--- src/hdl/snake_pkg.sv ---
package snake_pkg;

    // snake geometry
    localparam int MAX_SEGMENTS = 10;
    localparam int START_LENGTH = 5;

    typedef logic signed [11:0] coord_t;

    typedef struct packed {
        coord_t x;
        coord_t y;
    } point_t;

    // index 0 is the head
    typedef point_t [MAX_SEGMENTS-1:0] body_t;

    typedef logic [3:0] length_t;

    typedef struct packed {
        logic [1:0] red;
        logic [1:0] green;
        logic [1:0] blue;
    } color_t;

    typedef struct packed {
        logic left;
        logic right;
        logic up;
        logic down;
    } buttons_t;

    typedef enum logic [1:0] {
        GS_IDLE,
        GS_READY,
        GS_RUN,
        GS_OVER
    } game_state_e;

    typedef enum logic [1:0] {
        DIR_RIGHT,
        DIR_LEFT,
        DIR_UP,
        DIR_DOWN
    } dir_e;

    localparam coord_t CELL    = 12'sd30;
    localparam coord_t START_X = 12'sd120;

    // circle tests on squared distance
    localparam int HIT_RADIUS_SQ  = 400;
    localparam int FOOD_RADIUS_SQ = 225;

    // head limits
    localparam coord_t X_LIMIT  = 12'sd375;
    localparam coord_t Y_TOP    = 12'sd225;
    localparam coord_t Y_BOTTOM = -12'sd275;

    // food limits
    localparam coord_t FOOD_X_LIMIT  = 12'sd360;
    localparam coord_t FOOD_Y_TOP    = 12'sd220;
    localparam coord_t FOOD_Y_BOTTOM = -12'sd275;

    // drawn field, exclusive
    localparam coord_t FIELD_X      = 12'sd375;
    localparam coord_t FIELD_TOP    = 12'sd220;
    localparam coord_t FIELD_BOTTOM = -12'sd275;

    // off screen, out of food limits
    localparam point_t PARK_POS = '{x: 12'sd1000, y: 12'sd1000};

    localparam coord_t RND_MIN = -12'sd500;
    localparam coord_t RND_MAX = 12'sd500;

    localparam color_t COLOR_SNAKE  = '{red: 2'b00, green: 2'b11, blue: 2'b00};
    localparam color_t COLOR_FOOD   = '{red: 2'b11, green: 2'b00, blue: 2'b00};
    localparam color_t COLOR_FIELD  = '{red: 2'b00, green: 2'b00, blue: 2'b00};
    localparam color_t COLOR_BORDER = '{red: 2'b11, green: 2'b11, blue: 2'b11};
    localparam color_t COLOR_OVER   = '{red: 2'b11, green: 2'b00, blue: 2'b00};

endpackage

--- src/hdl/food_unit.sv ---
module food_unit (
    input  logic                   CLK,
    input  logic                   RESET,
    input  snake_pkg::game_state_e state,
    input  snake_pkg::point_t      head,
    output snake_pkg::point_t      food,
    output logic                   eaten
);
    import snake_pkg::*;

    coord_t rnd;
    logic   food_out;

    // free running, wraps after passing the top
    always_ff @(posedge CLK) begin
        if (RESET) begin
            rnd <= RND_MIN;
        end else if (rnd > RND_MAX) begin
            rnd <= RND_MIN;
        end else begin
            rnd <= rnd + 1'b1;
        end
    end

    assign food_out = (food.x > FOOD_X_LIMIT) || (food.x < -FOOD_X_LIMIT) ||
                      (food.y > FOOD_Y_TOP) || (food.y < FOOD_Y_BOTTOM);

    always_ff @(posedge CLK) begin
        if (RESET) begin
            food  <= PARK_POS;
            eaten <= 1'b0;
        end else begin
            eaten <= 1'b0;
            case (state)
                GS_IDLE: begin
                    food <= PARK_POS;
                end
                GS_READY, GS_RUN: begin
                    if (head == food) begin
                        eaten  <= 1'b1;
                        food.x <= coord_t'((rnd % 11) * CELL);
                        food.y <= coord_t'((rnd % 8) * CELL);
                    end else if (food_out) begin
                        // parked or off field, place without a meal
                        food.x <= coord_t'((rnd % 16) * CELL);
                        food.y <= coord_t'((rnd % 11) * CELL);
                    end
                end
                default: begin
                    food <= food;
                end
            endcase
        end
    end

endmodule

--- config.mk ---
export PLATFORM = sky130hd
export DESIGN_NAME = food_unit
export DESIGN_NICKNAME = d
export VERILOG_FILES = /design/src/hdl/snake_pkg.sv /design/src/hdl/food_unit.sv
export SDC_FILE = /design/constraint.sdc
export NUM_CORES = 1
export LEC_CHECK = 0
export ABC_AREA = 1
export BUFFER_PORTS_ARGS = -buffer_cell sky130_fd_sc_hd__buf_2
export CAP_MARGIN = 20
export CORE_MARGIN = 5
export CORE_UTILIZATION = 45
export DETAILED_ROUTE_END_ITERATION = 6
export GPL_TIMING_DRIVEN = 0
export PLACE_DENSITY_LB_ADDON = 0.05
export SLEW_MARGIN = 20
export SYNTH_ARGS = -nofsm -noshare
export SYNTH_HDL_FRONTEND = slang
export SYNTH_SLANG_ARGS = --single-unit
--- constraint.sdc ---
create_clock -name CLK -period 25.8 [get_ports CLK]
set_input_delay 1.29 -clock CLK [delete_from_list [all_inputs] [get_ports CLK]]
set_output_delay 1.29 -clock CLK [all_outputs]
set_load 0.02 [all_outputs]
======== After elaboration in Yosys (flattened, before gate mapping) ========
Cells that the tools add are included.
operators by class
  add/sub/neg operators ................... 1
  multipliers ............................. 3
  div/mod/pow operators ................... 1
  order comparisons ....................... 5
  equal/unequal tests ..................... 4
  muxes and demuxes ....................... 4
  bitwise gates (word level) .............. 3
  reductions and logical operators ........ 11
operator list
  operator                                                count
  two-way mux 24 bit                                      2
  one-hot mux 24 bit (2 select lines)                     1
  remainder unit 32 x 5 -> 32 bit, second input constant  1
  multiplier 32 x 5 -> 11 bit, second input constant      1
  equality test 24 bit                                    1
  > comparator 12 x 10 -> 1 bit, second input constant    2
  < comparator 12 x 10 -> 1 bit, second input constant    2
  adder 12 x 1 -> 12 bit, second input constant           1
  > comparator 12 x 9 -> 1 bit, second input constant     1
  multiplier 5 x 5 -> 10 bit, second input constant       1
  multiplier 4 x 5 -> 9 bit, second input constant        1
  OR reduction 2 bit                                      3
  OR reduction 4 bit                                      1
  logical OR 1 bit                                        3
  inequality test 3 bit, second input constant            1
  OR reduction 3 bit                                      1
  bitwise AND 1 bit                                       2
  equality test 2 x 1 -> 1 bit, second input constant     1
  equality test 2 bit, second input constant              1
  logical NOT 2 bit                                       1
  AND reduction 2 bit                                     1
  nonzero test 2 bit                                      1
  two-way mux 1 bit                                       1
  inverter 1 bit                                          1
word-level totals
  register bits ........................... 37
  bits of input ports ..................... 28
  output and inout port bits .............. 25
  logic and storage cells ................. 36

======== Logic depth before layout (Yosys ltp) ========
  depth in word-level cells ............... 7
  gate-level depth with buffers ........... 87
  depth with buffers taken out ............ 87

======== Worst setup path before layout ========
Ideal clock, no wire load.
  kind .................................... flip-flop to flip-flop
  start point ............................. register rnd[3]
  end point ............................... register food[23] (netlist bit)
  arrival ................................. 9.452 ns
  slack ................................... 16.219 ns
  cell stages (with the launch flop) ...... 82
  path buffers ............................ 1
  cells stage by stage .................... dfxtp_1 inv_1 ha_1 nand2_1 inv_2 nand3_1 nand2_2 nand2_1 nand2_2 nand2_2 inv_2 nor2_2 nand2_2 nand3_1 nand2_2 nor2_4 nand2_2 nand3_1 [... 46 more ...] ha_1 a21oi_1 o21ai_0 a21oi_1 o21bai_1 nand2_1 nand2_1 a21oi_1 xor2_1 inv_1 nand2_1 nand2_1 nand2_1 nand2_1 nand2_1 nand3_1 nand2_1 a21oi_2
between the ends
  longest elaborated chain between the ends .. 6
RTL lines
  item                                                                                     line             source
  start, declared                                                                          food_unit.sv:11  coord_t rnd;
  start signal, assigned                                                                   food_unit.sv:21  rnd <= rnd + 1'b1;
  parallel branches: the longest is 4 deep, another holds remainder unit 32 x 5 -> 32 bit  --
  two-way mux 24 bit (*)                                                                   food_unit.sv:39  if (head == food) begin
  one-hot mux 24 bit (2 select lines) (*)                                                  food_unit.sv:34  case (state)
  end signal, assigned                                                                     food_unit.sv:50  food <= food;
  end, declared                                                                            food_unit.sv:6   output snake_pkg::point_t food,
Mark *: on every way between the ends. The select of a mux whose other input is x is not followed.
A chain may end at the register's enable or synchronous reset.

======== Final worst setup path ========
  start point ............................. register rnd[0]
  end point ............................... register food[11] (netlist bit)
between the ends
  longest elaborated chain between the ends .. 5
RTL lines
  item                                                                   line
  remainder unit 32 x 5 -> 32 bit or OR reduction 3 bit (tied branches)  --
  multiplier 32 x 5 -> 11 bit or bitwise AND 1 bit (tied branches)       --
  two-way mux 24 bit or multiplier 4 x 5 -> 9 bit (tied branches)        food_unit.sv:43, food_unit.sv:42
  two-way mux 24 bit (*)                                                 food_unit.sv:39
  one-hot mux 24 bit (2 select lines) (*)                                food_unit.sv:34
Every way passes the cells marked *; elsewhere a longest branch is shown, timed or not. The select of a mux whose other input is x is not followed.

==> impl_metrics.csv <==
group,metric,value,unit
outcome,outcome,"completed",
clock_network,cts_buffers,5,
synth,synth_cells,846,
sta,fin_crit_sh,0.4281,
clock_network,cts_resized,0,
critical_path,max_stage_delay,0.59,ns
synth,ys_warn_count,0,
routing,routed-via-count,5442,
placement,post-place-ws,14.75,ns
synth,syn_area,5613,um2
placement,place_area,6077,um2
sta,hold_viol,0,
routing,postRouteAntennaNets,0,
routing,wirelength,13.85,mm
critical_path,end_kind,"flop",
clock_network,clk_pin_slew_worst_paths,0.06,ns
sta,skew,0.006989,ns
synth,synth-seq-cells,35,
sta,fin_tns_setup,0,ns
critical_path,worst_ep_arrival_time,11.20,ns
floorplan,die_h,121.7,um
floorplan,fp-row-count,40,
routing,avgRoutedWirePerCell,12.90,um
placement,portBuffers,50,
sta,finalWorstSetupSlack,14.75,ns
sta,relSlewSlack,0.5592,
sta,drv_slew,0,
final_layout,diodes,0,
sta,setup_violations,0,
sta,min_period,11.05,ns
routing,dr.first_iter.drc_count,382,
synth,synthArstFlopShare,0,
floorplan,core_area,12110,um2
global_routing,track_usage,0.1917,
routing,drc,0,
final_layout,multiInputGateArea,4177,um2
final_layout,fin_nets,1003,
floorplan,io_pins,53,
clock_network,cts_setup_buffers,0,
final_layout,final_cell_mix,"nand2_1 (198), inv_1 (143), nand3_1 (79)",
routing,dr.pass1.iters,5,
floorplan,start_util,0.4634,
final_layout,n_fill_cell,1252,
final_layout,stdcell_area,6246,um2
critical_path,path_max_fanout,11,
synth,avgSynthCellArea,6.635,um2
job,maxCapViolCount,0,
global_routing,antenna_found_initial,0,
clock_network,cts.sinks,35,
critical_path,criticalPathCategory,"reg -> reg",
final_layout,drive_gt1_frac,0.1834,
sta,fmax,0.09053,GHz
sta,rsz0062_at_grt,"no",
clock_network,cts_tree,"done",
placement,dp_hpwl,11.85,mm
routing,viasPerCell,5.072,
min_path,min_path_type,"reg -> reg",
clock_network,cts_buffer_depth,2,
global_routing,grt_max_degree,13,
clock_network,worstSkewPairLatency,0.28,ns
critical_path,critPathLaunchType,"flop",
placement,placedCellCount,1065,
global_routing,grt_overflow,0,
floorplan,die_area,14810,um2
placement,gp_congestion,0.8429,
clock_network,cts_root_buffer,"clkbuf_16",
synth,synth_edf_count,0,
final_layout,ff_latch_area,700.7,um2
final_layout,final_cells,1073,
critical_path,required,25.95,ns
global_routing,grt_first_pass_wirelength,23.96,mm
critical_path,cp_slowest_cell,"dfxtp_1",
synth,netlist-cell-type-count,56,
sta,tightest_slew,0.6588,ns
clock_network,htreeDepth,2,
clock_network,cts_hold_buf,0,
floorplan,die-width,121.7,um
final_layout,layout_commonest_cell,"nand2_1",
synth,synth.yosys.seq_area_share,0.1248,
final_layout,area_growth,11.28,%
global_routing,grt_pass1_vias,5323,
critical_path,cp_common_cell,"nand2_1",
synth,synth_ff_type,"dfxtp_1",
synthesized netlist by cell type, types with 11 or more instances:
| cell type | n | area (um2) |
|---|---|---|
| xnor2_1 | 11 | 96.34 |
| nand2_2 | 32 | 200.2 |
| inv_1 | 143 | 536.8 |
| nand2_1 | 198 | 743.2 |
| o211ai_1 | 15 | 112.6 |
| xor2_1 | 32 | 280.3 |
| inv_2 | 15 | 56.30 |
| nand3_1 | 79 | 395.4 |
| nand2_4 | 15 | 168.9 |
| ha_1 | 51 | 638.1 |
| o21ai_0 | 19 | 95.09 |
| nor2_1 | 45 | 168.9 |
| dfxtp_1 | 35 | 700.7 |
| fa_1 | 20 | 400.4 |
| a21oi_1 | 28 | 140.1 |
sequential cells by signal, summed over array words and instances, names as in the netlist:
signal	cells
food	22
rnd	12
eaten	1
stage by stage:
step / util / hold WS (ns)
2_1_floorplan: - / 0.5021
3_3_place_gp: 0.5018 / 0.4755
3_5_place_dp: 0.5018 / 0.4827
4_1_cts: 0.5157 / 0.4906
5_1_grt: 0.5157 / 0.5275
6_report: 0.5157 / 0.4886
cells by family after synthesis:
| logic type | Yosys count | share of synthesized area |
|---|---|---|
| AND/OR/NAND/NOR | 414 | 0.3649 |
| AO/OA/AOI/OAI | 106 | 0.1257 |
| XOR/XNOR | 43 | 0.06710 |
| buffers and inverters | 176 | 0.1317 |
| flip-flops | 35 | 0.1248 |
| adder cells (fa/ha/maj) | 71 | 0.1850 |
| other | 1 | 0.0006681 |
layout make-up:
cell class                 instances  area share
multi-input combinational        636      0.6687
sequential                        35      0.1122
inverter                         160     0.09756
timing repair buffer              50     0.04006
tap                              168     0.03365
buffer                            16     0.02083
clock buffer                       5     0.02003
clock inverter                     3    0.007011
metal layers:
| layer | global-route usage | vias up | share of wire |
|---|---|---|---|
| met1 | 0.2631 | 2503 | 0.48 |
| li1 | - | 2818 | - |
| met5 | 0 | - | 0 |
| met2 | 0.3323 | 106 | 0.47 |
| met3 | 0.01486 | 15 | 0.035 |
| met4 | 0.03571 | 0 | 0.013 |
worst max-delay path: cells and delay by family, from the launching register on:
family | cells | cell delay [ns]
flip-flops | 1 | 0.59
XOR/XNOR | 3 | 0.83
adder cells (fa/ha/maj) | 8 | 2.45
AO/OA/AOI/OAI | 10 | 1.46
AND/OR/NAND/NOR | 49 | 4.58
buffers and inverters | 11 | 1.05
final timing paths:
check	startpoint	endpoint	slack, ns	cells past startpoint
min	food[4]$_SDFFE_PP0P_	food[4]$_SDFFE_PP0P_	0.49	2
max	rnd[0]$_SDFF_PP0_	food[11]$_SDFFE_PP0P_	14.75	81
max reg2reg	rnd[0]$_SDFF_PP0_	food[11]$_SDFFE_PP0P_	14.75	81
min reg2reg	food[4]$_SDFFE_PP0P_	food[4]$_SDFFE_PP0P_	0.49	2
Power is not shown: default switching activity piles up to over one toggle a cycle in this logic, so the estimate is an artifact.
