$ cat src/hdl/snake_pkg.sv
package snake_pkg;

    // snake geometry
    localparam int MAX_SEGMENTS = 10;
    localparam int START_LENGTH = 5;

    typedef logic signed [11:0] coord_t;

    typedef struct packed {
        coord_t x;
        coord_t y;
    } point_t;

    // index 0 is the head
    typedef point_t [MAX_SEGMENTS-1:0] body_t;

    typedef logic [3:0] length_t;

    typedef struct packed {
        logic [1:0] red;
        logic [1:0] green;
        logic [1:0] blue;
    } color_t;

    typedef struct packed {
        logic left;
        logic right;
        logic up;
        logic down;
    } buttons_t;

    typedef enum logic [1:0] {
        GS_IDLE,
        GS_READY,
        GS_RUN,
        GS_OVER
    } game_state_e;

    typedef enum logic [1:0] {
        DIR_RIGHT,
        DIR_LEFT,
        DIR_UP,
        DIR_DOWN
    } dir_e;

    localparam coord_t CELL    = 12'sd30;
    localparam coord_t START_X = 12'sd120;

    // circle tests on squared distance
    localparam int HIT_RADIUS_SQ  = 400;
    localparam int FOOD_RADIUS_SQ = 225;

    // head limits
    localparam coord_t X_LIMIT  = 12'sd375;
    localparam coord_t Y_TOP    = 12'sd225;
    localparam coord_t Y_BOTTOM = -12'sd275;

    // food limits
    localparam coord_t FOOD_X_LIMIT  = 12'sd360;
    localparam coord_t FOOD_Y_TOP    = 12'sd220;
    localparam coord_t FOOD_Y_BOTTOM = -12'sd275;

    // drawn field, exclusive
    localparam coord_t FIELD_X      = 12'sd375;
    localparam coord_t FIELD_TOP    = 12'sd220;
    localparam coord_t FIELD_BOTTOM = -12'sd275;

    // off screen, out of food limits
    localparam point_t PARK_POS = '{x: 12'sd1000, y: 12'sd1000};

    localparam coord_t RND_MIN = -12'sd500;
    localparam coord_t RND_MAX = 12'sd500;

    localparam color_t COLOR_SNAKE  = '{red: 2'b00, green: 2'b11, blue: 2'b00};
    localparam color_t COLOR_FOOD   = '{red: 2'b11, green: 2'b00, blue: 2'b00};
    localparam color_t COLOR_FIELD  = '{red: 2'b00, green: 2'b00, blue: 2'b00};
    localparam color_t COLOR_BORDER = '{red: 2'b11, green: 2'b11, blue: 2'b11};
    localparam color_t COLOR_OVER   = '{red: 2'b11, green: 2'b00, blue: 2'b00};

endpackage

$ cat src/hdl/raster_scan.sv
module raster_scan #(
    parameter int H_PIXELS = 800,
    parameter int V_PIXELS = 600
) (
    input  logic              CLK,
    input  logic              RESET,
    output snake_pkg::point_t scan_pos,
    output logic              scan_start
);
    import snake_pkg::*;

    localparam int COL_W = $clog2(H_PIXELS);
    localparam int ROW_W = $clog2(V_PIXELS);

    logic [COL_W-1:0] col;
    logic [ROW_W-1:0] row;

    // no blanking, frames run back to back
    always_ff @(posedge CLK) begin
        if (RESET) begin
            col <= '0;
            row <= '0;
        end else if (col == COL_W'(H_PIXELS - 1)) begin
            col <= '0;
            if (row == ROW_W'(V_PIXELS - 1)) begin
                row <= '0;
            end else begin
                row <= row + 1'b1;
            end
        end else begin
            col <= col + 1'b1;
        end
    end

    // centre origin, y grows upward
    assign scan_pos.x = coord_t'(col) - coord_t'(H_PIXELS / 2);
    assign scan_pos.y = coord_t'(V_PIXELS / 2) - coord_t'(row);
    assign scan_start = (col == '0) && (row == '0);

endmodule

$ cat config.mk
export PLATFORM = sky130hd
export DESIGN_NAME = raster_scan
export DESIGN_NICKNAME = d
export VERILOG_FILES = /design/src/hdl/snake_pkg.sv /design/src/hdl/raster_scan.sv
export SDC_FILE = /design/constraint.sdc
export NUM_CORES = 1
export LEC_CHECK = 0
export ABC_AREA = 1
export CAP_MARGIN = 25
export CELL_PAD_IN_SITES_DETAIL_PLACEMENT = 1
export CELL_PAD_IN_SITES_GLOBAL_PLACEMENT = 1
export CORE_MARGIN = 2
export CORE_UTILIZATION = 39
export CTS_CLUSTER_SIZE = 40
export DETAILED_ROUTE_END_ITERATION = 6
export DONT_BUFFER_PORTS = 1
export PLACE_DENSITY_LB_ADDON = 0.1
export SLEW_MARGIN = 20
export SYNTH_ARGS = -nofsm -noshare
export SYNTH_HDL_FRONTEND = slang
export SYNTH_SLANG_ARGS = --single-unit
$ cat constraint.sdc
create_clock -name CLK -period 1.45 [get_ports CLK]
set_clock_uncertainty 0.1 [all_clocks]
set_input_delay 0.0725 -clock CLK [delete_from_list [all_inputs] [get_ports CLK]]
set_output_delay 0.0725 -clock CLK [all_outputs]
set_load 0.02 [all_outputs]
==> results of run 1 <==
-- through the flow --
step / hold slack, ns / utilization [%] / TNS (ns) / setup WS (ns)
2_1_floorplan: 0.0394 / - / 0 / 0.00202
3_3_place_gp: 0.0412 / 49.0 / -0.167 / -0.0385
3_5_place_dp: 0.0430 / 49.0 / -1.65 / -0.159
4_1_cts: 0.0104 / 60.9 / -1.39 / -0.212
-- repair_timing --
action                                  4_1_cts
pin swaps                                    25
resized for setup                            77
hold buffers                                  1
buffers inserted                             16
endpoints found under the hold margin         3
endpoints found under the setup margin       35
-- kinds of logic after synthesis --
group                    synth area share [%]
AND/OR/NAND/NOR                          43.5
buffers and inverters                    15.1
flip-flops                               25.8
AO/OA/AOI/OAI                            5.41
XOR/XNOR                                 4.52
adder cells (fa/ha/maj)                  5.65
==> qor_table.md, run 1 <==
| Parameter | This run | Unit |
|:---|:---|:---|
| # clock sinks | 20 | - |
| Synth top area cells | dfxtp_1, nand2_1, inv_1 | - |
| Number of I/O port buffers | 0 | - |
| Top-level I/O count | 27 | - |
| Top cells by instance count after synthesis | nand2_1, inv_1, nor2_1, nand3_1, dfxtp_1 | - |
| Number of antenna violations at the first check in global routing | 0 | - |
| Register area share after synthesis | 25.8 | % |
| Pin ending the worst setup path after global-route repair | scan_start | - |
| Number of warnings printed during yosys synthesis | 0 | - |
| Result of the run | did not finish | - |
| Mean cell area of the mapped netlist | 6.45 | um^2 |
| Total nets after synthesis | 249 | - |
| Netlist area before placement | 1550 | um^2 |
| Area after detailed placement | 1830 | um^2 |
| Area fraction of the dominant cell type after synthesis | 25.8 | % |
| Dominant register cell in the synthesized netlist | dfxtp_1 | - |
| Stage at which the run stopped | 5_1_grt | - |
| Error text reported by the tool | [ERROR DPL-0033] detailed placement checks failed during check placement. | - |
| Async set or reset register ratio after synthesis | 0 | % |
| Synthesized instance count | 240 | - |
| Die boundary height | 67.0 | um |
| Buffer cell driving the clock tree root | clkbuf_8 | - |
| Distinct cell type count after synthesis | 30 | - |
| Number of placed instances with taps included | 314 | - |
| Largest net degree at the start of global routing | 12 | - |
| Number of placement rows | 22 | - |
| Most frequent cell after synthesis | nand2_1 | - |
| Flip-flop and latch count after synthesis | 20 | - |
| Buffers from clock root to sink, at most | 2 | - |
| H-tree depth | 1 | - |
| Final weighted congestion of routability-driven global placement | 0.840 | - |
| Worst endpoint pin kind | primary output | - |
| Cell taking the most area after synthesis | dfxtp_1 | - |
| Detail Placement HPWL | 3910 | um |
| Die width | 67.0 | um |
| EDFF count, synth | 0 | - |
| Starting utilization of the core area | 41.4 | % |
| Total clock buffers created by CTS | 3 | - |
==> run 2: changes to the inputs <==
CELL_PAD_IN_SITES_DETAIL_PLACEMENT = not set   (was 1)
CELL_PAD_IN_SITES_GLOBAL_PLACEMENT = not set   (was 1)
CORE_UTILIZATION = 40   (was 39)
CTS_CLUSTER_SIZE = not set   (was 40)
PLACE_DENSITY_LB_ADDON = 0.15   (was 0.1)
clock period = 1.9 ns   (was 1.45 ns; I/O delays follow)
==> run 2 against run 1 <==
The run now ends clean. Area after synthesis unchanged. Synthesized cell count unchanged.
==> qor_table.md, run 2 <==
| Parameter | This run | Unit | Change |
|:---|:---|:---|:---|
| Floorplan core area | 3690 | um^2 |  |
| Largest net degree at the start of global routing | 13 | - |  |
| Core Util, Final | 45.7 | % |  |
| Number of placement rows | 22 | - | unchanged |
| Nets | 250 | - |  |
| Drc violations | 0 | - |  |
| Count of non-filler cells in the finished layout | 288 | - |  |
| Final non-filler cell area | 1690 | um^2 |  |
| Area enclosed by the die boundary | 4390 | um^2 |  |
| Sort of element at the start of the critical path | flop | - |  |
| Crit path capture type | primary output | - |  |
| Number of placed instances with taps included | 283 | - | -9.9% |
| Worst Path Max Fanout | 4 | - |  |
| Share of final-layout standard cells stronger than drive strength 1 | 17.5 | % |  |
| Number of warnings printed during yosys synthesis | 0 | - | unchanged |
| Final weighted congestion of routability-driven global placement | 0.868 | - | +3.4% |
| Remaining number of nets flagged by the antenna check after routing | 0 | - |  |
| Layer carrying the most global-route usage | met2 | - |  |
| Distinct cell type count after synthesis | 30 | - | unchanged |
| Count of vias placed by the detailed router | 1420 | - |  |
| Worst path setup slack after routing | 0.105 | ns |  |
| Most frequent standard cell in the layout excluding fill and tap cells | nand2_1 | - |  |
| Vias in the first global route | 1323 | - |  |
| Startpoint of the lowest-slack hold path | RESET | - |  |
| H-tree depth | 1 | - | unchanged |
| Total clock buffers created by CTS | 3 | - | unchanged |
| Synthesized instance count | 240 | - | unchanged |
| Slew headroom | 68.4 | % |  |
| Arrival time of data at the critical path endpoint | 1.60 | ns |  |
| Cell area power density | 555 | nW/um^2 |  |
| EDFF count, synth | 0 | - | unchanged |
| Number of iterations in the first detailed-routing pass | 4 | - |  |
| Register area share after synthesis | 25.8 | % | unchanged |
| Total Power | 0.936 | mW |  |
| Number of I/O port buffers | 0 | - | unchanged |
| Die width | 66.2 | um | -1.2% |
| Commonest non-fill, non-tap cells in the layout | nand2_1, inv_1, nor2_1, nand3_1, dfxtp_1 | - |  |
| FMAX | 0.557 | GHz |  |
| Fin Hold WS | 0.0185 | ns |  |
| Top cells by instance count after synthesis | nand2_1, inv_1, nor2_1, nand3_1, dfxtp_1 | - |  |
| Area fraction of the dominant cell type after synthesis | 25.8 | % | unchanged |
| Startpoint of the worst setup timing path | col[5] | - |  |
| Unrepaired setup endpoints after global routing | false | - |  |
| Number of antenna violations at the first check in global routing | 0 | - |  |
| Global Route met2 Usage | 27.3 | % |  |
| Hold path cells | 3 | - |  |
| Final Setup Violations | 0 | - |  |
| Worst setup slack before clock tree synthesis | 0.165 | ns | +0.323 ns |
| # clock sinks | 20 | - | unchanged |
| Flip-flop and latch count after synthesis | 20 | - | unchanged |
| Top-level I/O count | 27 | - | unchanged |
| Result of the run | finished, final reports clean | - |  |
| Post-DR wirelength/cell | 12.5 | um |  |
| Clock transition at the registers of the reported paths | 0.08 | ns |  |
| Leakage power figure | 0.760 | nW |  |
| Total nets after synthesis | 249 | - | unchanged |
| Number of maximum-capacitance violations | 0 | - |  |
| Min-delay worst type | input pin to flop | - |  |
| Final total negative setup slack | 0 | ns |  |
| GRT Residual Overflow | 0 | - |  |
| Skew-Pair Late Insertion Delay | 0.27 | ns |  |
| Least-Margin Pin Slew | 0.472 | ns |  |
| Critical setup path kind | flop to primary output | - |  |
| Tot GR Track Use | 17.9 | % |  |
| Critical path, cell by cell | inv_1 > ha_1 > nand3_1 > nor4_2 > buf_4 | - |  |
| Buffers from clock root to sink, at most | 2 | - | unchanged |
| Worst ir drop on vdd | 0.000379 | V |  |
| Buffer cell driving the clock tree root | clkbuf_8 | - |  |
| Via density per instance | 4.93 | - |  |
| First-pass GRT wire length | 6070 | um |  |
| Async set or reset register ratio after synthesis | 0 | % | unchanged |
| Starting utilization of the core area | 42.0 | % | +0.62 points |
| Share of the cycle needed by the critical path after routing | 94.5 | % |  |
| Worst flop-to-flop path startpoint | col[5] | - |  |
| FF-to-FF path depth | 9 | - |  |
| Netlist area before placement | 1550 | um^2 | unchanged |
| Crit path largest cell delay | 0.35 | ns |  |
| Mean cell area of the mapped netlist | 6.45 | um^2 | unchanged |
| Drt total wl | 3610 | um |  |
| Die boundary height | 66.2 | um | -1.2% |
| Synth top area cells | dfxtp_1, nand2_1, inv_1 | - |  |
| Cell taking the most area after synthesis | dfxtp_1 | - |  |
| Regs by FF count | col x10, row x10 | - |  |
| Detail Placement HPWL | 2860 | um | -27% |
| Final hold violations | 0 | - |  |
| Data required time at the worst endpoint | 1.70 | ns |  |
| Final critical delay including setup and external delays | 1.80 | ns |  |
| Dominant register cell in the synthesized netlist | dfxtp_1 | - |  |
| Count of antenna diodes in the layout | 0 | - |  |
| Met3 usage in global routing | 5.28 | % |  |
| Most frequent cell after synthesis | nand2_1 | - |  |
| Signed area change from the synthesized netlist to the final layout | 8.89 | % |  |
| Number of setup buffers added after CTS | 0 | - | -16 |
| Area after detailed placement | 1590 | um^2 | -13% |
| Initial detailed-routing violation count | 53 | - |  |
| Final Slew Violations | 0 | - |  |
| Met1 usage | 24.8 | % |  |
| CTS tree | yes | - |  |
| Cell with the largest stage delay on the worst path | dfxtp_1 | - |  |
[run 2: cell counts after synthesis]
Identical to the previous run, type by type.
[run 2: power breakdown]
group / switching (mW) / internal, mW
combinational: 0.0369 / 0.0246
sequential: 0.00647 / 0.424
clock: 0.162 / 0.282
total: 0.205 / 0.730
[run 2: path summary, 6_finish.rpt]
| kind | end | slack, ns |
|---|---|---|
| worst min-delay path | row[1] | 0.02 |
| worst min register to register | col[5] | 0.41 |
| worst max register to register | row[0] | 0.18 |
| worst max-delay path | scan_start | 0.10 |
[run 2: what timing repair did]
action	4_1_cts	5_1_grt
pin swaps	0	1
endpoints found under the hold margin	3	0
setup endpoints to repair	4	9
resized for setup	3	6
hold buffers	1	0
[run 2: cell families (layout without fill, tap and decap cells)]
group                    Yosys count  in the layout  share of synthesized area (%)
XOR/XNOR                           8              8                           4.52
buffers and inverters             49             49                           15.1
AO/OA/AOI/OAI                     16             16                           5.41
flip-flops                        20             20                           25.8
adder cells (fa/ha/maj)            7              7                           5.65
AND/OR/NAND/NOR                  140            140                           43.5
[run 2: layout make-up]
type	count	area [um^2]
clock inverter	1	30.0
tap	48	60.1
sequential	20	404
clock buffer	3	41.3
timing repair buffer	9	82.6
inverter	36	141
fill	421	2000
multi-input combinational	171	927
[run 2: per-layer routing]
layer / share of wire [%] / routed length [um]
met5: 0 / 0
met4: 0.39 / 14
met3: 5.8 / 208
met2: 44 / 1580
met1: 50 / 1810
[run 2: worst max-delay path, delay by kind of cell (launching register included)]
family	cells	cell delay, ns
AND/OR/NAND/NOR	2	0.44
adder cells (fa/ha/maj)	1	0.23
flip-flops	1	0.35
buffers and inverters	2	0.32
Power figures use the tool's default switching activity.
