## config.mk

```make
export PLATFORM = sky130hd
export DESIGN_NAME = snake_body
export DESIGN_NICKNAME = d
export VERILOG_FILES = /design/src/hdl/snake_pkg.sv /design/src/hdl/snake_body.sv
export SDC_FILE = /design/constraint.sdc
export NUM_CORES = 1
export LEC_CHECK = 0
export BUFFER_PORTS_ARGS = -buffer_cell sky130_fd_sc_hd__buf_2
export CELL_PAD_IN_SITES_DETAIL_PLACEMENT = 2
export CELL_PAD_IN_SITES_GLOBAL_PLACEMENT = 2
export CORE_ASPECT_RATIO = 0.7
export CORE_MARGIN = 1
export CORE_UTILIZATION = 35
export CTS_BUF_LIST = sky130_fd_sc_hd__clkbuf_2
export DETAILED_ROUTE_END_ITERATION = 8
export PLACE_DENSITY_LB_ADDON = 0.1
export SYNTH_ARGS = -nofsm -noshare
export SYNTH_HDL_FRONTEND = slang
export SYNTH_SLANG_ARGS = --single-unit
```

## constraint.sdc

```tcl
create_clock -name CLK -period 2.8 [get_ports CLK]
set_input_delay 0.14 -clock CLK [delete_from_list [all_inputs] [get_ports CLK]]
set_output_delay 0.14 -clock CLK [all_outputs]
set_load 0.05 [all_outputs]
```

## src/hdl/snake_pkg.sv

```systemverilog
package snake_pkg;

    // snake geometry
    localparam int MAX_SEGMENTS = 10;
    localparam int START_LENGTH = 5;

    typedef logic signed [11:0] coord_t;

    typedef struct packed {
        coord_t x;
        coord_t y;
    } point_t;

    // index 0 is the head
    typedef point_t [MAX_SEGMENTS-1:0] body_t;

    typedef logic [3:0] length_t;

    typedef struct packed {
        logic [1:0] red;
        logic [1:0] green;
        logic [1:0] blue;
    } color_t;

    typedef struct packed {
        logic left;
        logic right;
        logic up;
        logic down;
    } buttons_t;

    typedef enum logic [1:0] {
        GS_IDLE,
        GS_READY,
        GS_RUN,
        GS_OVER
    } game_state_e;

    typedef enum logic [1:0] {
        DIR_RIGHT,
        DIR_LEFT,
        DIR_UP,
        DIR_DOWN
    } dir_e;

    localparam coord_t CELL    = 12'sd30;
    localparam coord_t START_X = 12'sd120;

    // circle tests on squared distance
    localparam int HIT_RADIUS_SQ  = 400;
    localparam int FOOD_RADIUS_SQ = 225;

    // head limits
    localparam coord_t X_LIMIT  = 12'sd375;
    localparam coord_t Y_TOP    = 12'sd225;
    localparam coord_t Y_BOTTOM = -12'sd275;

    // food limits
    localparam coord_t FOOD_X_LIMIT  = 12'sd360;
    localparam coord_t FOOD_Y_TOP    = 12'sd220;
    localparam coord_t FOOD_Y_BOTTOM = -12'sd275;

    // drawn field, exclusive
    localparam coord_t FIELD_X      = 12'sd375;
    localparam coord_t FIELD_TOP    = 12'sd220;
    localparam coord_t FIELD_BOTTOM = -12'sd275;

    // off screen, out of food limits
    localparam point_t PARK_POS = '{x: 12'sd1000, y: 12'sd1000};

    localparam coord_t RND_MIN = -12'sd500;
    localparam coord_t RND_MAX = 12'sd500;

    localparam color_t COLOR_SNAKE  = '{red: 2'b00, green: 2'b11, blue: 2'b00};
    localparam color_t COLOR_FOOD   = '{red: 2'b11, green: 2'b00, blue: 2'b00};
    localparam color_t COLOR_FIELD  = '{red: 2'b00, green: 2'b00, blue: 2'b00};
    localparam color_t COLOR_BORDER = '{red: 2'b11, green: 2'b11, blue: 2'b11};
    localparam color_t COLOR_OVER   = '{red: 2'b11, green: 2'b00, blue: 2'b00};

endpackage

```

## src/hdl/snake_body.sv

```systemverilog
module snake_body (
    input  logic                   CLK,
    input  logic                   RESET,
    input  snake_pkg::game_state_e state,
    input  snake_pkg::dir_e        dir,
    input  logic                   step,
    input  logic                   eaten,
    output snake_pkg::body_t       body,
    output snake_pkg::length_t     length,
    output logic                   hit
);
    import snake_pkg::*;

    point_t next_head;
    logic   hit_next;

    // straight line to the left of the start head, tail folded on segment 4
    function automatic body_t start_body();
        body_t b;
        int    idx;
        for (int k = 0; k < MAX_SEGMENTS; k++) begin
            idx = (k < START_LENGTH) ? k : START_LENGTH - 1;
            b[k].x = START_X - coord_t'(idx * CELL);
            b[k].y = '0;
        end
        return b;
    endfunction

    always_comb begin
        next_head = body[0];
        case (dir)
            DIR_RIGHT: next_head.x = body[0].x + CELL;
            DIR_LEFT:  next_head.x = body[0].x - CELL;
            DIR_UP:    next_head.y = body[0].y + CELL;
            default:   next_head.y = body[0].y - CELL;
        endcase
    end

    always_ff @(posedge CLK) begin
        if (RESET || state == GS_IDLE || state == GS_READY) begin
            body <= start_body();
        end else if (step) begin
            body[0] <= next_head;
            for (int k = 1; k < MAX_SEGMENTS; k++) begin
                if (k < START_LENGTH || int'(length) > k) begin
                    body[k] <= body[k-1];
                end else begin
                    // inactive tail follows segment 3
                    body[k] <= body[START_LENGTH-2];
                end
            end
        end
    end

    always_ff @(posedge CLK) begin
        if (RESET) begin
            length <= length_t'(START_LENGTH);
        end else if (eaten && length != length_t'(MAX_SEGMENTS)) begin
            length <= length + 1'b1;
        end
    end

    // walls and self
    always_comb begin
        hit_next = (body[0].x >= X_LIMIT) || (body[0].x <= -X_LIMIT) ||
                   (body[0].y >= Y_TOP) || (body[0].y <= Y_BOTTOM);
        for (int k = 1; k < MAX_SEGMENTS; k++) begin
            if (body[0] == body[k]) begin
                hit_next = 1'b1;
            end
        end
    end

    always_ff @(posedge CLK) begin
        if (RESET) begin
            hit <= 1'b0;
        end else begin
            hit <= hit_next;
        end
    end

endmodule

```

After elaboration in Yosys (flattened, before gate mapping)
Cells that the tools add are included.
{"block": "totals", "reg_bits": 245, "word_cells": 78}
{"block": "classes", "order_cmp": 9, "n_reduce_logical": 12, "n_mux": 16, "addsub": 5, "n_eq_ne": 13, "n_bitwise": 1}
{"operator": "24-bit == test", "count": 9}
{"operator": "24-bit two-way mux", "count": 5}
{"operator": "12-bit one-hot mux with 2 select lines", "count": 2}
{"operator": "12-bit by 6-bit adder with 12-bit output (second input constant)", "count": 2}
{"operator": "12-bit by 10-bit <= comparator with 1-bit output (second input constant)", "count": 2}
{"operator": "12-bit by 6-bit subtractor with 12-bit output (second input constant)", "count": 2}
{"operator": "12-bit by 10-bit greater-or-equal comparator with 1-bit output (second input constant)", "count": 1}
{"operator": "12-bit by 9-bit greater-or-equal comparator with 1-bit output (second input constant)", "count": 1}
{"operator": "4-bit by 3-bit > comparator with 1-bit output (second input constant)", "count": 3}
{"operator": "1-bit two-way mux", "count": 9}
{"operator": "4-bit > comparator (second input constant)", "count": 2}
{"operator": "1-bit logical OR", "count": 5}
{"operator": "4-bit by 1-bit adder with 4-bit output (second input constant)", "count": 1}
{"operator": "2-bit by 1-bit == test with 1-bit output (second input constant)", "count": 2}
{"operator": "2-bit logical NOT", "count": 2}
{"operator": "4-bit inequality test (second input constant)", "count": 1}
{"operator": "2-bit AND reduction", "count": 2}
{"operator": "2-bit == test (second input constant)", "count": 1}
{"operator": "2-bit nonzero test", "count": 1}
{"operator": "2-bit OR reduction", "count": 1}
{"operator": "1-bit logical AND", "count": 1}
{"operator": "1-bit NOT", "count": 1}

Logic depth before layout (Yosys ltp)
{"block": "logic_depth", "ltp_word": 13, "ltp_mapped": 10, "depth_no_buf": 9}

Worst setup path before layout
No wires, ideal clock.
{"block": "synth_path", "path_kind": "reg2reg", "startpoint": "register body[1] in the netlist's numbering", "endpoint": "register body[11] in the netlist's numbering", "path_stages_with_launch": 11, "path_buffers": 2, "arrival_ps": 2301, "setup_time_ps": 64, "setup_slack_ps": 435, "period_less_slack_ps": 2365, "cell_sequence": "dfxtp_1 > buf_6 > buf_6 > inv_1 > fa_1 > nor2b_1 > o31a_1 > o211ai_2 > a21oi_1 > o2111ai_1 > nand4_1"}
{"block": "synth_via", "elab_chain_cells": 2, "word_cells_on_any_way": 3, "classes_between": "add/sub: 2; mux: 1"}
{"item": "from (decl)", "line_no": "snake_body.sv:8", "source": "output snake_pkg::body_t body,"}
{"item": "from (signal assigned)", "line_no": "snake_body.sv:41", "source": "body <= start_body();"}
{"item": "from (signal, indexed assignment)", "line_no": "snake_body.sv:46", "source": "body[k] <= body[k-1];"}
{"item": "from (signal, indexed assignment)", "line_no": "snake_body.sv:49", "source": "body[k] <= body[START_LENGTH-2];"}
{"item": "12-bit by 6-bit subtractor with 12-bit output or 12-bit by 6-bit adder with 12-bit output (tied branches)", "line_no": "snake_body.sv:35, snake_body.sv:34"}
{"item": "12-bit one-hot mux with 2 select lines *", "line_no": "snake_body.sv:31", "source": "case (dir)"}
Every way passes the cells marked *; elsewhere a longest branch is shown, timed or not.
A chain may end at the register's enable or synchronous reset.

Worst setup path in the final report
{"block": "layout_path", "startpoint": "register body[16] in the netlist's numbering", "endpoint": "register body[23] in the netlist's numbering"}
{"block": "layout_via", "elab_chain_cells": 2, "word_cells_on_any_way": 3, "classes_between": "add/sub: 2; mux: 1"}
{"item": "12-bit by 6-bit subtractor with 12-bit output or 12-bit by 6-bit adder with 12-bit output (tied branches)", "line_no": "snake_body.sv:33, snake_body.sv:32"}
{"item": "12-bit one-hot mux with 2 select lines *", "line_no": "snake_body.sv:31"}
Marks and branches as above.

==> impl_metrics.yaml <==
critical_path:
  reg2reg_depth: 7
  critPathKind: "register to register"
  crit_path_start_kind: "register"
  reg2reg_slack_ns: 0.32
  crit_path_end_kind: "register"
  cp_data_required_time_ns: 3.58
  r2r-start: "body[16]$_SDFFE_PP1P_"
  arrival_ns: 3.26
  crit_fanout: 12
  rr_endpoint: "body[23]$_SDFFE_PP0P_"
floorplan:
  die_area_um2: 36800
  die_y_um: 161
  rows: 57
  coreArea_um2: 35100
  ioPinCount: 253
  dieWidth_um: 229
  initial_core_util_pct: 36.0
clock_network:
  clk_pin_slew_ns: 0.12
  root_buffer: "clkbuf_2"
  cts_resized: 0
  post_cts_buffers: 0
  htree_levels: 2
  cts_tree: "built"
  holdBufCountCts: 10
  cts_buffers: 58
  clock_sinks: 225
  cts_max_path_buffers: 3
  clk_latency_ns: 1.00
hold_path:
  worstHoldPathType: "input port to register"
  hold_depth: 5
  hold_start: "eaten"
  whs_endpoint: "length[0]$_SDFFE_PP1P_"
sta:
  max_slew.worst_pin.slew_ns: 1.14
  rsz0062_at_grt: "no"
  final.period_utilization_pct: 88.5
  skew_ns: 0.130
  finalHoldViolCount: 0
  tns_ns: 0
  slew_headroom_pct: 23.6
  setup_viol: 0
  clock.fmax_ghz: 0.404
  finalCriticalPeriod_ns: 2.48
  drv_slew: 0
synthesis:
  synth_enable_flop_cells: 0
  yosys_warnings: 0
  synthArstFlopShare_pct: 0
  ys_top_cells_by_area: "dfxtp_1 36%, mux2i_1 16%, xor2_1 11%"
  synth_cell_types: 59
  synthFlopType: "dfxtp_1"
  ys_seq_area_share_pct: 35.7
  synth_seq_cells: 225
  synthCells: 1376
  synth.avg_cell_area_um2: 9.17
  synth_top_cell_by_area: "dfxtp_1"
  synth_area_um2: 12600
  synth_top_cell_area_share_pct: 35.7
global_route:
  grt_max_degree: 149
  grt.total_usage_pct: 29.2
  grt_pass1_wl_mm: 80.8
  grt_pass1_vias: 12300
  grt_overflow: 0
  antenna_found_initial: 3
detailed_routing:
  avgViaCountPerCell: 5.49
  drc_errors: 0
  dr.pass1.iters: 5
  drt_iter0_markers: 659
  vias: 11700
  routed_wl_mm: 54.5
  wl_per_cell_um: 25.6
  ant_nets: 0
cells_and_area:
  layout_common_cells: "230 x buf_2, 224 x dfxtp_1, 203 x nor2_1, 199 x mux2i_1, 165 x xor2_1"
  final_common_cell: "buf_2"
  nNetsFinal: 1648
  fin_cells: 2128
  nFillCells: 3980
  final_cell_area_um2: 14800
  synthToLayoutAreaGrowth_pct: 16.9
  drive_gt1_share_pct: 24.0
power_and_ir_drop:
  power.density_nw_per_um2: 488
  p_leak_nw: 7.50
  vdd_ir_drop_max_uv: 187
placed_design:
  place_inst: 2018
  port_buffers: 231
  hpwl_mm: 39.6
  placed_area_um2: 14200
  gp_congestion: 0.869
job:
  drv_cap: 0
outcome:
  outcome: "completed"
worst max-delay path, stage by stage (launching register included):
cell	delay (ns)
dfxtp_1	0.97
ha_1	0.38
o21ai_1	0.17
o21bai_1	0.11
a31o_1	0.25
a41oi_1	0.27
o21bai_1	0.15
nand3_1	0.08
layer usage:
layer / GRT usage (%) / part of all wire, % / up-vias
met5: 0 / 0.024 / -
met4: 9.18 / 2.9 / 2
met3: 6.16 / 5.9 / 108
met2: 48.0 / 46 / 357
met1: 38.2 / 45 / 5922
li1: - / - / 5292
where the power goes:
group | total (mW) | internal [mW] | switching [mW] | leakage, nW
sequential | 3.44 | 3.28 | 0.154 | 1.83
clock | 2.30 | 0.795 | 1.51 | 0.380
combinational | 1.46 | 0.451 | 1.01 | 5.29
total | 7.20 | 4.53 | 2.67 | 7.50
worst max path at each step:
stage | start | end | slack (ns) | cells after the start
after floorplan | body[1]$_SDFFE_PP0P_ | body[11]$_SDFFE_PP0P_ | 0.43 | 10
after global placement | body[16]$_SDFFE_PP1P_ | body[23]$_SDFFE_PP0P_ | 0.37 | 7
after detailed placement | body[23]$_SDFFE_PP0P_ | hit$_SDFF_PP0_ | 0.31 | 7
after CTS | body[16]$_SDFFE_PP1P_ | body[16] | 0.30 | 1
after global routing | length[0]$_SDFFE_PP1P_ | body[218]$_SDFFE_PP0P_ | 0.18 | 7
final | body[16]$_SDFFE_PP1P_ | body[23]$_SDFFE_PP0P_ | 0.32 | 7
flip-flops by register name (all words and copies together), names as in the netlist:
register	cells
body	220
length	4
hit	1
cells by family (layout without fill, tap and decap cells):
logic type,count (synthesis),count (layout),share of synthesized area [%]
AOI/OAI and AO/OA,189,189,10.8
muxes,199,199,15.8
xor gates and xnor gates,208,208,14.4
other,1,21,0.0297
and+or+nand+nor,371,371,13.7
buffers and inverters,159,419,7.00
DFF,225,225,35.7
adders and majority gates,24,24,2.50
layout make-up:
| class | instances | area [um^2] | area share [%] |
|---|---|---|---|
| Multi-Input combinational cell | 1011 | 7320 | 49.6 |
| Sequential cell | 225 | 4510 | 30.5 |
| Timing Repair Buffer | 307 | 1800 | 12.2 |
| Tap cell | 472 | 591 | 4.00 |
| Clock buffer | 83 | 415 | 2.82 |
| Clock inverter | 16 | 67.6 | 0.458 |
| Inverter | 13 | 48.8 | 0.331 |
| Antenna cell | 1 | 2.50 | 0.0170 |
synthesized netlist by cell type, types with 2 or more instances:
cell       instances
a211o_1            2
a211oi_1         113
a21o_1             3
a21oi_1           23
a31oi_1            8
a41oi_1            2
and2_1             2
and3_1             2
and4_1             2
buf_1              7
buf_2             25
buf_4             33
buf_6             16
clkbuf_1          64
dfxtp_1          225
fa_1               2
ha_1              22
inv_1             13
mux2i_1          199
nand2_1           39
nand2b_1           5
nand3_1           11
nand3b_1           5
nand4_1           22
nor2_1           203
nor2b_1            4
nor3_1            14
nor4_1            51
nor4_2             4
o2111ai_1          2
o211ai_1           2
o21a_1             2
o21ai_0           10
o21ai_1            4
o21bai_1           4
or3_1              2
xnor2_1           43
xor2_1           165
stage by stage:
stage | util (%) | worst slack, ns | power (mW) | hold slack [ns]
3_5_place_dp | 40.4 | 0.312 | 4.94 | 0.478
6_report | 42.0 | 0.323 | 7.20 | 0.0744
5_1_grt | 42.0 | 0.179 | 7.55 | 0.0683
2_1_floorplan | - | 0.435 | 4.56 | 0.209
4_1_cts | 42.0 | 0.297 | 7.27 | 0.00863
3_3_place_gp | 40.4 | 0.373 | 4.91 | 0.461
No activity file was read; power rests on OpenSTA's default activity.
