File: src/hdl/snake_pkg.sv
package snake_pkg;

    // snake geometry
    localparam int MAX_SEGMENTS = 10;
    localparam int START_LENGTH = 5;

    typedef logic signed [11:0] coord_t;

    typedef struct packed {
        coord_t x;
        coord_t y;
    } point_t;

    // index 0 is the head
    typedef point_t [MAX_SEGMENTS-1:0] body_t;

    typedef logic [3:0] length_t;

    typedef struct packed {
        logic [1:0] red;
        logic [1:0] green;
        logic [1:0] blue;
    } color_t;

    typedef struct packed {
        logic left;
        logic right;
        logic up;
        logic down;
    } buttons_t;

    typedef enum logic [1:0] {
        GS_IDLE,
        GS_READY,
        GS_RUN,
        GS_OVER
    } game_state_e;

    typedef enum logic [1:0] {
        DIR_RIGHT,
        DIR_LEFT,
        DIR_UP,
        DIR_DOWN
    } dir_e;

    localparam coord_t CELL    = 12'sd30;
    localparam coord_t START_X = 12'sd120;

    // circle tests on squared distance
    localparam int HIT_RADIUS_SQ  = 400;
    localparam int FOOD_RADIUS_SQ = 225;

    // head limits
    localparam coord_t X_LIMIT  = 12'sd375;
    localparam coord_t Y_TOP    = 12'sd225;
    localparam coord_t Y_BOTTOM = -12'sd275;

    // food limits
    localparam coord_t FOOD_X_LIMIT  = 12'sd360;
    localparam coord_t FOOD_Y_TOP    = 12'sd220;
    localparam coord_t FOOD_Y_BOTTOM = -12'sd275;

    // drawn field, exclusive
    localparam coord_t FIELD_X      = 12'sd375;
    localparam coord_t FIELD_TOP    = 12'sd220;
    localparam coord_t FIELD_BOTTOM = -12'sd275;

    // off screen, out of food limits
    localparam point_t PARK_POS = '{x: 12'sd1000, y: 12'sd1000};

    localparam coord_t RND_MIN = -12'sd500;
    localparam coord_t RND_MAX = 12'sd500;

    localparam color_t COLOR_SNAKE  = '{red: 2'b00, green: 2'b11, blue: 2'b00};
    localparam color_t COLOR_FOOD   = '{red: 2'b11, green: 2'b00, blue: 2'b00};
    localparam color_t COLOR_FIELD  = '{red: 2'b00, green: 2'b00, blue: 2'b00};
    localparam color_t COLOR_BORDER = '{red: 2'b11, green: 2'b11, blue: 2'b11};
    localparam color_t COLOR_OVER   = '{red: 2'b11, green: 2'b00, blue: 2'b00};

endpackage

File: src/hdl/game_control.sv
module game_control #(
    parameter int STEP_CYCLES = 2 ** 24
) (
    input  logic                   CLK,
    input  logic                   RESET,
    input  snake_pkg::buttons_t    buttons,
    input  logic                   hit,
    output snake_pkg::game_state_e state,
    output snake_pkg::dir_e        dir,
    output logic                   step
);
    import snake_pkg::*;

    localparam int CNT_W = (STEP_CYCLES > 1) ? $clog2(STEP_CYCLES) : 1;

    logic             any_press;
    logic [CNT_W-1:0] step_cnt;

    assign any_press = buttons.left | buttons.right | buttons.up | buttons.down;

    // game and direction FSM
    always_ff @(posedge CLK) begin
        if (RESET) begin
            state <= GS_IDLE;
            dir   <= DIR_RIGHT;
        end else begin
            case (state)
                GS_IDLE: begin
                    if (any_press) begin
                        state <= GS_READY;
                    end
                end
                GS_READY: begin
                    if (hit) begin
                        state <= GS_OVER;
                    end else if (any_press) begin
                        state <= GS_RUN;
                        if (buttons.left || buttons.right) begin
                            dir <= DIR_RIGHT;
                        end else if (buttons.up) begin
                            dir <= DIR_UP;
                        end else begin
                            dir <= DIR_DOWN;
                        end
                    end
                end
                GS_RUN: begin
                    if (hit) begin
                        state <= GS_OVER;
                    end else if (dir == DIR_RIGHT || dir == DIR_LEFT) begin
                        // only perpendicular turns, no reversal
                        if (buttons.up) begin
                            dir <= DIR_UP;
                        end else if (buttons.down) begin
                            dir <= DIR_DOWN;
                        end
                    end else begin
                        if (buttons.left) begin
                            dir <= DIR_LEFT;
                        end else if (buttons.right) begin
                            dir <= DIR_RIGHT;
                        end
                    end
                end
                default: begin
                    // over until reset
                    state <= GS_OVER;
                end
            endcase
        end
    end

    // step timer, idle outside run
    always_ff @(posedge CLK) begin
        if (RESET || state != GS_RUN) begin
            step_cnt <= '0;
            step     <= 1'b0;
        end else if (step_cnt == CNT_W'(STEP_CYCLES - 1)) begin
            step_cnt <= '0;
            step     <= 1'b1;
        end else begin
            step_cnt <= step_cnt + 1'b1;
            step     <= 1'b0;
        end
    end

endmodule

File: config.mk
export PLATFORM = sky130hd
export DESIGN_NAME = game_control
export DESIGN_NICKNAME = d
export VERILOG_FILES = /design/src/hdl/snake_pkg.sv /design/src/hdl/game_control.sv
export SDC_FILE = /design/constraint.sdc
export NUM_CORES = 1
export LEC_CHECK = 0
export BUFFER_PORTS_ARGS = -buffer_cell sky130_fd_sc_hd__buf_2
export CAP_MARGIN = 30
export CORE_MARGIN = 5
export CORE_UTILIZATION = 45
export CTS_CLUSTER_DIAMETER = 40
export CTS_CLUSTER_SIZE = 10
export DETAILED_ROUTE_END_ITERATION = 8
export GPL_TIMING_DRIVEN = 0
export SETUP_SLACK_MARGIN = 0.3
export SKIP_LAST_GASP = 1
export SYNTH_ARGS = -nofsm -noshare
export SYNTH_HDL_FRONTEND = slang
export SYNTH_SLANG_ARGS = --single-unit
export TNS_END_PERCENT = 10
File: constraint.sdc
create_clock -name CLK -period 1.9 [get_ports CLK]
set_input_delay 0.095 -clock CLK [delete_from_list [all_inputs] [get_ports CLK]]
set_output_delay 0.095 -clock CLK [all_outputs]
set_load 0.01 [all_outputs]
=== Word-level counts from Yosys, hierarchy flattened ===
Index checks and enable logic that the tools add are counted.

* Word-level logic and storage cells: 47
* Register bits: 29
* Input port bits: 7

* Reduce and logical (&&, ||, !) cells: 9
* Bitwise gates (word level): 3
* Add/subtract/negate cells: 1
* Equal/unequal tests: 13
* Mux-type cells: 17

{| class="wikitable"
|+ Operators by type and width
! cell !! count
|-
| $mux W2 || 13
|-
| $add A24 B1 Y24 const B || 1
|-
| $eq A24 B24 Y1 const B || 1
|-
| $ne A2 B2 Y1 const B || 6
|-
| $ne A4 B4 Y1 const B || 2
|-
| $pmux W2 S3 || 1
|-
| $reduce_and A6 Y1 || 1
|-
| $eq A2 B1 Y1 const B || 2
|-
| $logic_not A2 Y1 || 2
|-
| $pmux W2 S2 || 1
|-
| $logic_or A1 B1 Y1 || 3
|-
| $ne A3 B3 Y1 const B || 1
|-
| $or A1 B1 Y1 || 3
|-
| $reduce_and A3 Y1 || 1
|-
| $eq A2 B2 Y1 const B || 1
|-
| $mux W1 || 2
|-
| $reduce_bool A2 Y1 || 1
|-
| $reduce_or A2 Y1 || 1
|}

=== Logic depth before layout (Yosys ltp) ===
Gate-level depths: netlist (run 1).

* Depth in word-level cells: 6
* Gate-level depth with buffers: 6
* Depth with buffers taken out: 4

=== Worst setup path after synthesis (run 1) ===
Ideal clock, no wire load.

* Kind: register -> register
* Start: register step_cnt[2]
* End: register step_cnt[21]
* Path buffers: 2
* Setup slack: 0.347 ns
* Stages on the path, launching flop included: 7
* Data arrival time: 1.487 ns
* Cell sequence: dfxtp_1 > and4_1 > buf_6 > nand4_4 > buf_6 > or4_4 > a21oi_2

* Cells in the longest elaborated chain, start to end: 2

{| class="wikitable"
|+ RTL lines
! what !! line !! RTL
|-
| from (decl) || game_control.sv:17 || <nowiki>logic [CNT_W-1:0] step_cnt;</nowiki>
|-
| from (signal assigned) || game_control.sv:82 || <nowiki>step_cnt <= step_cnt + 1'b1;</nowiki>
|-
| parallel branches: the longest is 2 deep, another holds $add A24 B1 Y24 || -- ||
|}

Parallel ways; which one is timed is not known.
A chain may end at the register's enable or synchronous reset.

=== Worst setup path after layout (run 1) ===
* Start: register state[0]
* End: register dir[1]

* Cells in the longest elaborated chain, start to end: 3

{| class="wikitable"
|+ RTL lines
! what !! line !! RTL
|-
| from (decl) || game_control.sv:8 || <nowiki>output snake_pkg::game_state_e state,</nowiki>
|-
| from (signal assigned) || game_control.sv:24 || <nowiki>state <= GS_IDLE;</nowiki>
|-
| from (signal assigned) || game_control.sv:30 || <nowiki>state <= GS_READY;</nowiki>
|-
| from (signal assigned) || game_control.sv:35 || <nowiki>state <= GS_OVER;</nowiki>
|-
| $eq A2 B2 Y1 / $eq A2 B1 Y1 (equally long branches) || game_control.sv:27 || <nowiki>case (state)</nowiki>
|-
| $ne A4 B4 Y1 (no source line), or another cell as far along || -- ||
|-
| $reduce_and A6 Y1 (no source line) || -- ||
|-
| to (signal assigned) || game_control.sv:25 || <nowiki>dir <= DIR_RIGHT;</nowiki>
|-
| to (signal assigned) || game_control.sv:39 || <nowiki>dir <= DIR_RIGHT;</nowiki>
|-
| to (signal assigned) || game_control.sv:41 || <nowiki>dir <= DIR_UP;</nowiki>
|-
| to (decl) || game_control.sv:9 || <nowiki>output snake_pkg::dir_e dir,</nowiki>
|}

Several ways; a longest one is shown, not always the timed one.

==> results.toml, run 1 <==
[detailed_routing]
ant_nets = 0
viasPerCell = 5.48
drt_drc_violations_left = 0
firstDrtPassIters = 4
wl_per_cell_microns = 13.5
dr.first_iter.drc_count = 87
wirelength_mm = 3.21
vias = 1298

[worst_setup_path]
worstRegToRegCells = 4
r2r_start = "state[0]"
r2r-end = "dir[1]"
worst_ep_required_time_ns = 2.16
arrival_ns = 1.84
regToRegSetupSlack_ns = 0.33
cp-start-kind = "flip-flop"
cp_max_fo = 7
worst-setup-path-type = "flip-flop to flip-flop"
setup.worst_path.end_class = "flip-flop"

[logic_synthesis]
synth_cell_types = 42
netlist_instances = 160
seq_area_frac_synth_pct = 40.3
avgSynthCellArea_sq_um = 8.99
synth_edf_count = 0
syn-num-nets = 168
netlist_area_sq_um = 1440
synth.ff_latch_count = 29
synth-main-ff-cell = "dfxtp_1"
async_reset_ff_share_pct = 0
yosysWarnings = 0

[power_and_ir_drop]
switching_share_pct = 25.6
p_per_area_nw_per_um2 = 607
power.share.clock_pct = 33.7
power_frac_seq_pct = 58.9
switchingPower_uw = 272
vdd_drop_max_uv = 428
finalPower_uw = 1060
p_leak_uw = 0.000634
pwr-share-comb_pct = 7.4
p_int_uw = 792

[global_route]
gr-usage-all-layers_pct = 14.8
grt_pass1_wl_mm = 4.97
grt_max_degree = 11
grtUsageMet3_pct = 4.55
gr-total-overflow = 0
grtUsageMet2_pct = 24.6
use_met1_pct = 18.1
busiest_layer = "met2"
first_global_vias = 1132
grt_antenna_before_repair = 0

[floorplan]
die_width_microns = 66.5
die_y_microns = 66.5
start_util_pct = 47.1
coreArea_sq_um = 3050
ioPinCount = 12
rows = 20
die_area_sq_um = 4430

[timing]
clock.fmax_mhz = 635
finalSetupViolations = 0
hold_violations = 0
slew_violations = 0
min_period_ns = 1.57
skew_ns = 0.00641
fin_crit_sh_pct = 82.9
tightest_slew_ns = 0.562
relSlewSlack_pct = 62.2
tns_ns = 0
rsz0062_at_grt = "yes"

[clocking]
cts_made_buffers = 5
cts_buffer_depth = 2
cts_sinks = 29
cts_tree = "built"
clkTransAtPathRegs_ns = 0.09
clkLatencyLatePin_ns = 0.32
root_buffer = "clkbuf_4"
htreeDepth = 2

[worst_hold_path]
hold_end = "dir[0]"
whs_path_depth = 2
hold_path.class = "input pin to flip-flop"
min_from = "hit"

[final_layout]
syn_to_final_growth_pct = 21.9
nNetsFinal = 200
final_layout_size_suffix_gt1_share_pct = 34.2
diodes = 0
fillCellCount = 286

[run]
max_cap_violations = 0

[run_status]
outcome = "finished clean"

[place]
io_buffer_count = 11
dp_hpwl_mm = 2.16
place.gp.congestion = 0.803
## worst max-delay path, stage by stage, from the launching register on
cell and delay [ns]:
dfxtp_2 0.36, nand2b_4 0.17, o32a_1 0.38, or4_1 0.48
a21oi_1 0.13
## synthesized netlist by cell type, types with 2 or more instances
| cell | n | area share (%) |
|---|---|---|
| a21oi_1 | 11 | 3.8 |
| a21oi_2 | 2 | 1.2 |
| and3_1 | 2 | 0.87 |
| and4_1 | 3 | 1.8 |
| buf_6 | 3 | 2.3 |
| clkbuf_1 | 3 | 0.78 |
| dfxtp_1 | 29 | 40 |
| inv_1 | 3 | 0.78 |
| nand2_1 | 9 | 2.3 |
| nand2b_1 | 3 | 1.3 |
| nand3_1 | 8 | 2.8 |
| nand4_1 | 6 | 2.6 |
| nand4_4 | 2 | 3.0 |
| nor2_1 | 19 | 5.0 |
| nor4_1 | 3 | 1.3 |
| o21ai_0 | 5 | 1.7 |
| o31ai_1 | 6 | 3.1 |
| or3_1 | 5 | 2.2 |
| or4_1 | 5 | 2.6 |
| or4_4 | 2 | 1.6 |
| xnor2_1 | 2 | 1.2 |
| xor2_1 | 9 | 5.5 |
## per-layer routing
layer | vias to the layer above | part of all wire (%) | wire length, microns
met1 | 612 | 46 | 1470
li1 | 656 | - | -
met2 | 24 | 48 | 1550
met5 | - | 0 | 0
met3 | 6 | 4.3 | 137
met4 | 0 | 1.5 | 49
## area by class of cell
type	instances	area [sq um]	share of cell area (%)
Buffer	8	71.3	4.07
Clock buffer	5	37.5	2.14
Clock inverter	3	17.5	0.999
Inverter	3	11.3	0.642
Multi-Input combinational cell	121	808	46.1
Sequential cell	29	601	34.2
Tap cell	44	55.1	3.14
Timing Repair Buffer	24	153	8.70
## power by group through the flow
stage               combinational, uW  clock (uW)  sequential (uW)
floorplan                        45.2           0              643
CTS                              79.5         373              627
global placement                 75.9           0              640
finish                           79.2         358              627
global route                     86.5         398              629
detailed placement               77.6           0              641
## worst max-delay path by stage
stage,start,endpoint,cells past startpoint
global placement,step_cnt[0],step_cnt[22],5
CTS,state[0],dir[1],4
floorplan,step_cnt[2],step_cnt[21],6
finish,state[0],dir[1],4
global route,step_cnt[7],step_cnt[21],6
detailed placement,step_cnt[0],step_cnt[20],5
## stage by stage
step                      area [sq um]  setup slack, ns  util (%)  instances  hold slack, ns
after floorplan                   1440            0.347         -        160           0.164
after global placement            1550            0.201      50.7        215           0.332
after detailed placement          1550            0.162      50.7        215           0.336
after CTS                         1640            0.288      53.6        226          0.0999
after global routing              1750            0.286      57.5        237           0.110
final                             1750            0.325      57.5        237           0.111
## placed cells by master (no fill, tap or decap), types with 3 or more instances in the layout
| cell type | count |
|---|---|
| a21oi_1 | 11 |
| and4_1 | 3 |
| buf_2 | 12 |
| buf_4 | 12 |
| buf_6 | 4 |
| clkbuf_4 | 7 |
| dfxtp_1 | 15 |
| dfxtp_2 | 13 |
| inv_1 | 3 |
| nand2_1 | 9 |
| nand2b_1 | 3 |
| nand3_1 | 8 |
| nand4_1 | 6 |
| nor2_1 | 19 |
| o21ai_0 | 5 |
| o31ai_1 | 6 |
| or3_1 | 5 |
| or4_1 | 5 |
| xor2_1 | 9 |
## cells by family after synthesis
logic type               count (synthesis)  synth area share, %
AND/OR/NAND/NOR                         75                 31.7
buffers and inverters                   11                 4.78
AO/OA/AOI/OAI                           32                 14.8
multiplexers                             1                0.783
adder cells (fa/ha/maj)                  1                0.869
XOR/XNOR                                11                 6.70
flip-flops                              29                 40.3
## timing repair
action | in CTS | in global routing
pin swaps | 1 | 3
gates cloned | 0 | 2
hold buffers | 1 | 0
endpoints found under the hold margin | 3 | 0
resized for setup | 6 | 19
setup buffers | 2 | 9
endpoints found under the setup margin | 18 | 16
## flip-flops by register name, indices dropped and copies added, names as in the netlist
signal    cells
step          1
state         2
step_cnt     24
dir           2
Power figures use the tool's default switching activity.
==> run 2, diff against run 1 <==
clock period = 1.5 ns   (was 1.9 ns; I/O delays follow)
==> results.toml, run 2 (synthesis results as in run 1) <==
[run_status]
outcome = "finished with violations"
violations = "negative setup slack"

[final_layout]
top_register = "step_cnt"
syn_to_final_growth_pct = 27.1
regArea_sq_um = 609
diodes = 0
reg_top3 = "step_cnt: 24 flops, dir: 2 flops, state: 2 flops"
fillCellCount = 294
final_layout_size_suffix_gt1_share_pct = 38.3
multi_input_comb_area_sq_um = 827
utilization_pct = 59.9
final_cells = 240
nNetsFinal = 204
mostFrequentLayoutCell = "nor2_1"
layout_common_cells = "nor2_1, buf_4, dfxtp_2, buf_2, dfxtp_1"
largest_reg_flops = 24

[worst_setup_path]
path_common_cell = "buf_6"
arrival_ns = 1.80
slowest_delay_ns = 0.41
cp-start-kind = "flip-flop"
setup.worst_path.end_class = "flip-flop"
worst-setup-path-type = "flip-flop to flip-flop"
cp_slowest_cell = "or4_4"
crit_path_cell_trace = "and4_1 -> buf_6 -> nand4_4 -> buf_6 -> or4_4 -> a21oi_2"
cp_max_fo = 6
worst_ep_required_time_ns = 1.77

[clocking]
cts_sinks = 29
htreeDepth = 2
cts_tree = "built"
cts_made_buffers = 5
clkTransAtPathRegs_ns = 0.09
root_buffer = "clkbuf_4"
cts_buffer_depth = 2
clkLatencyLatePin_ns = 0.33

[timing]
fin_crit_sh_pct = 102
slew_violations = 0
relSlewSlack_pct = 59.7
hold_violations = 0
finalSetupViolations = 4
tightest_slew_ns = 0.598
skew_ns = 0.00988
fin_ws_ns = -0.0260
clock.fmax_mhz = 655
tns_ns = -0.0800
rsz0062_at_grt = "yes"
min_period_ns = 1.53

[global_route]
gr-usage-all-layers_pct = 16.1
gr-total-overflow = 0
grt_pass1_wl_mm = 5.44
grt_max_degree = 11
grt_antenna_before_repair = 0
first_global_vias = 1169

[worst_hold_path]
hold_path.class = "input pin to flip-flop"

[power_and_ir_drop]
finalPower_uw = 1530
vdd_drop_max_uv = 578
p_per_area_nw_per_um2 = 835
p_leak_uw = 0.000674

[detailed_routing]
ant_nets = 0
vias = 1322
wirelength_mm = 3.41
viasPerCell = 5.51
drt_drc_violations_left = 0
firstDrtPassIters = 4
wl_per_cell_microns = 14.2
dr.first_iter.drc_count = 82

[place]
placed_cells = 215
dp_hpwl_mm = 2.09
place.gp.congestion = 0.761
io_buffer_count = 11

[floorplan]
start_util_pct = 47.1
coreArea_sq_um = 3050
die_width_microns = 66.5
ioPinCount = 12
die_area_sq_um = 4430
die_y_microns = 66.5
rows = 20

[run]
max_cap_violations = 0
run 2: cell count changes in the layout (fill, tap and decap cells not counted), moves of 2 or more:
cell	change
buf_4	+5
dfxtp_1	-3
and4_4	+2
dfxtp_4	+2
run 2: metrics by stage:
stage          instance area (sq um)  worst slack [ns]  hold WS (ns)
2_1_floorplan                   1450            0.0320         0.137
3_3_place_gp                    1560            -0.104         0.305
3_5_place_dp                    1560            -0.122         0.313
4_1_cts                         1760           -0.0325        0.0385
5_1_grt                         1830           -0.0829        0.0573
6_report                        1830           -0.0260        0.0452
run 2: power breakdown:
part           switching (uW)  total [uW]  internal, uW
combinational            63.8         123          59.1
clock                     276         615           339
sequential               11.2         790           779
total                     351        1530          1180
run 2: layout make-up:
type / count / share of cell area, %
Timing Repair Buffer: 28 / 9.99
Buffer: 8 / 3.90
Multi-Input combinational cell: 121 / 45.2
Clock buffer: 5 / 2.05
Clock inverter: 2 / 1.92
Tap cell: 44 / 3.01
Sequential cell: 29 / 33.3
Inverter: 3 / 0.616
run 2: final timing paths:
kind,endpoint,slack [ns],startpoint,depth (start not counted)
setup reg to reg,step_cnt[21],-0.03,step_cnt[6],6
hold reg to reg,step_cnt[0],0.41,step_cnt[0],1
setup / recovery,step_cnt[21],-0.03,step_cnt[6],6
hold / removal,dir[0],0.05,RESET,3
run 2: critical path, delay by kind of cell (launching register included):
kind,cells,cell delay (ns)
buf+inv,2,0.29
simple gates,3,0.73
flops,1,0.34
compound gates,1,0.12
run 2: per-layer routing:
| layer | GRT usage [%] | up-vias | routed length (microns) |
|---|---|---|---|
| li1 | - | 666 | - |
| met1 | 21.4 | 616 | 1610 |
| met2 | 24.8 | 34 | 1600 |
| met3 | 4.05 | 6 | 159 |
| met4 | 6.09 | 0 | 43 |
| met5 | 0 | - | 0 |
run 2: timing repair:
action,4_1_cts,5_1_grt
hold buffers,1,0
pin swaps,3,5
setup endpoints to repair,27,28
resized for setup,16,9
setup buffers,10,5
endpoints found under the hold margin,3,0
gates cloned,1,1
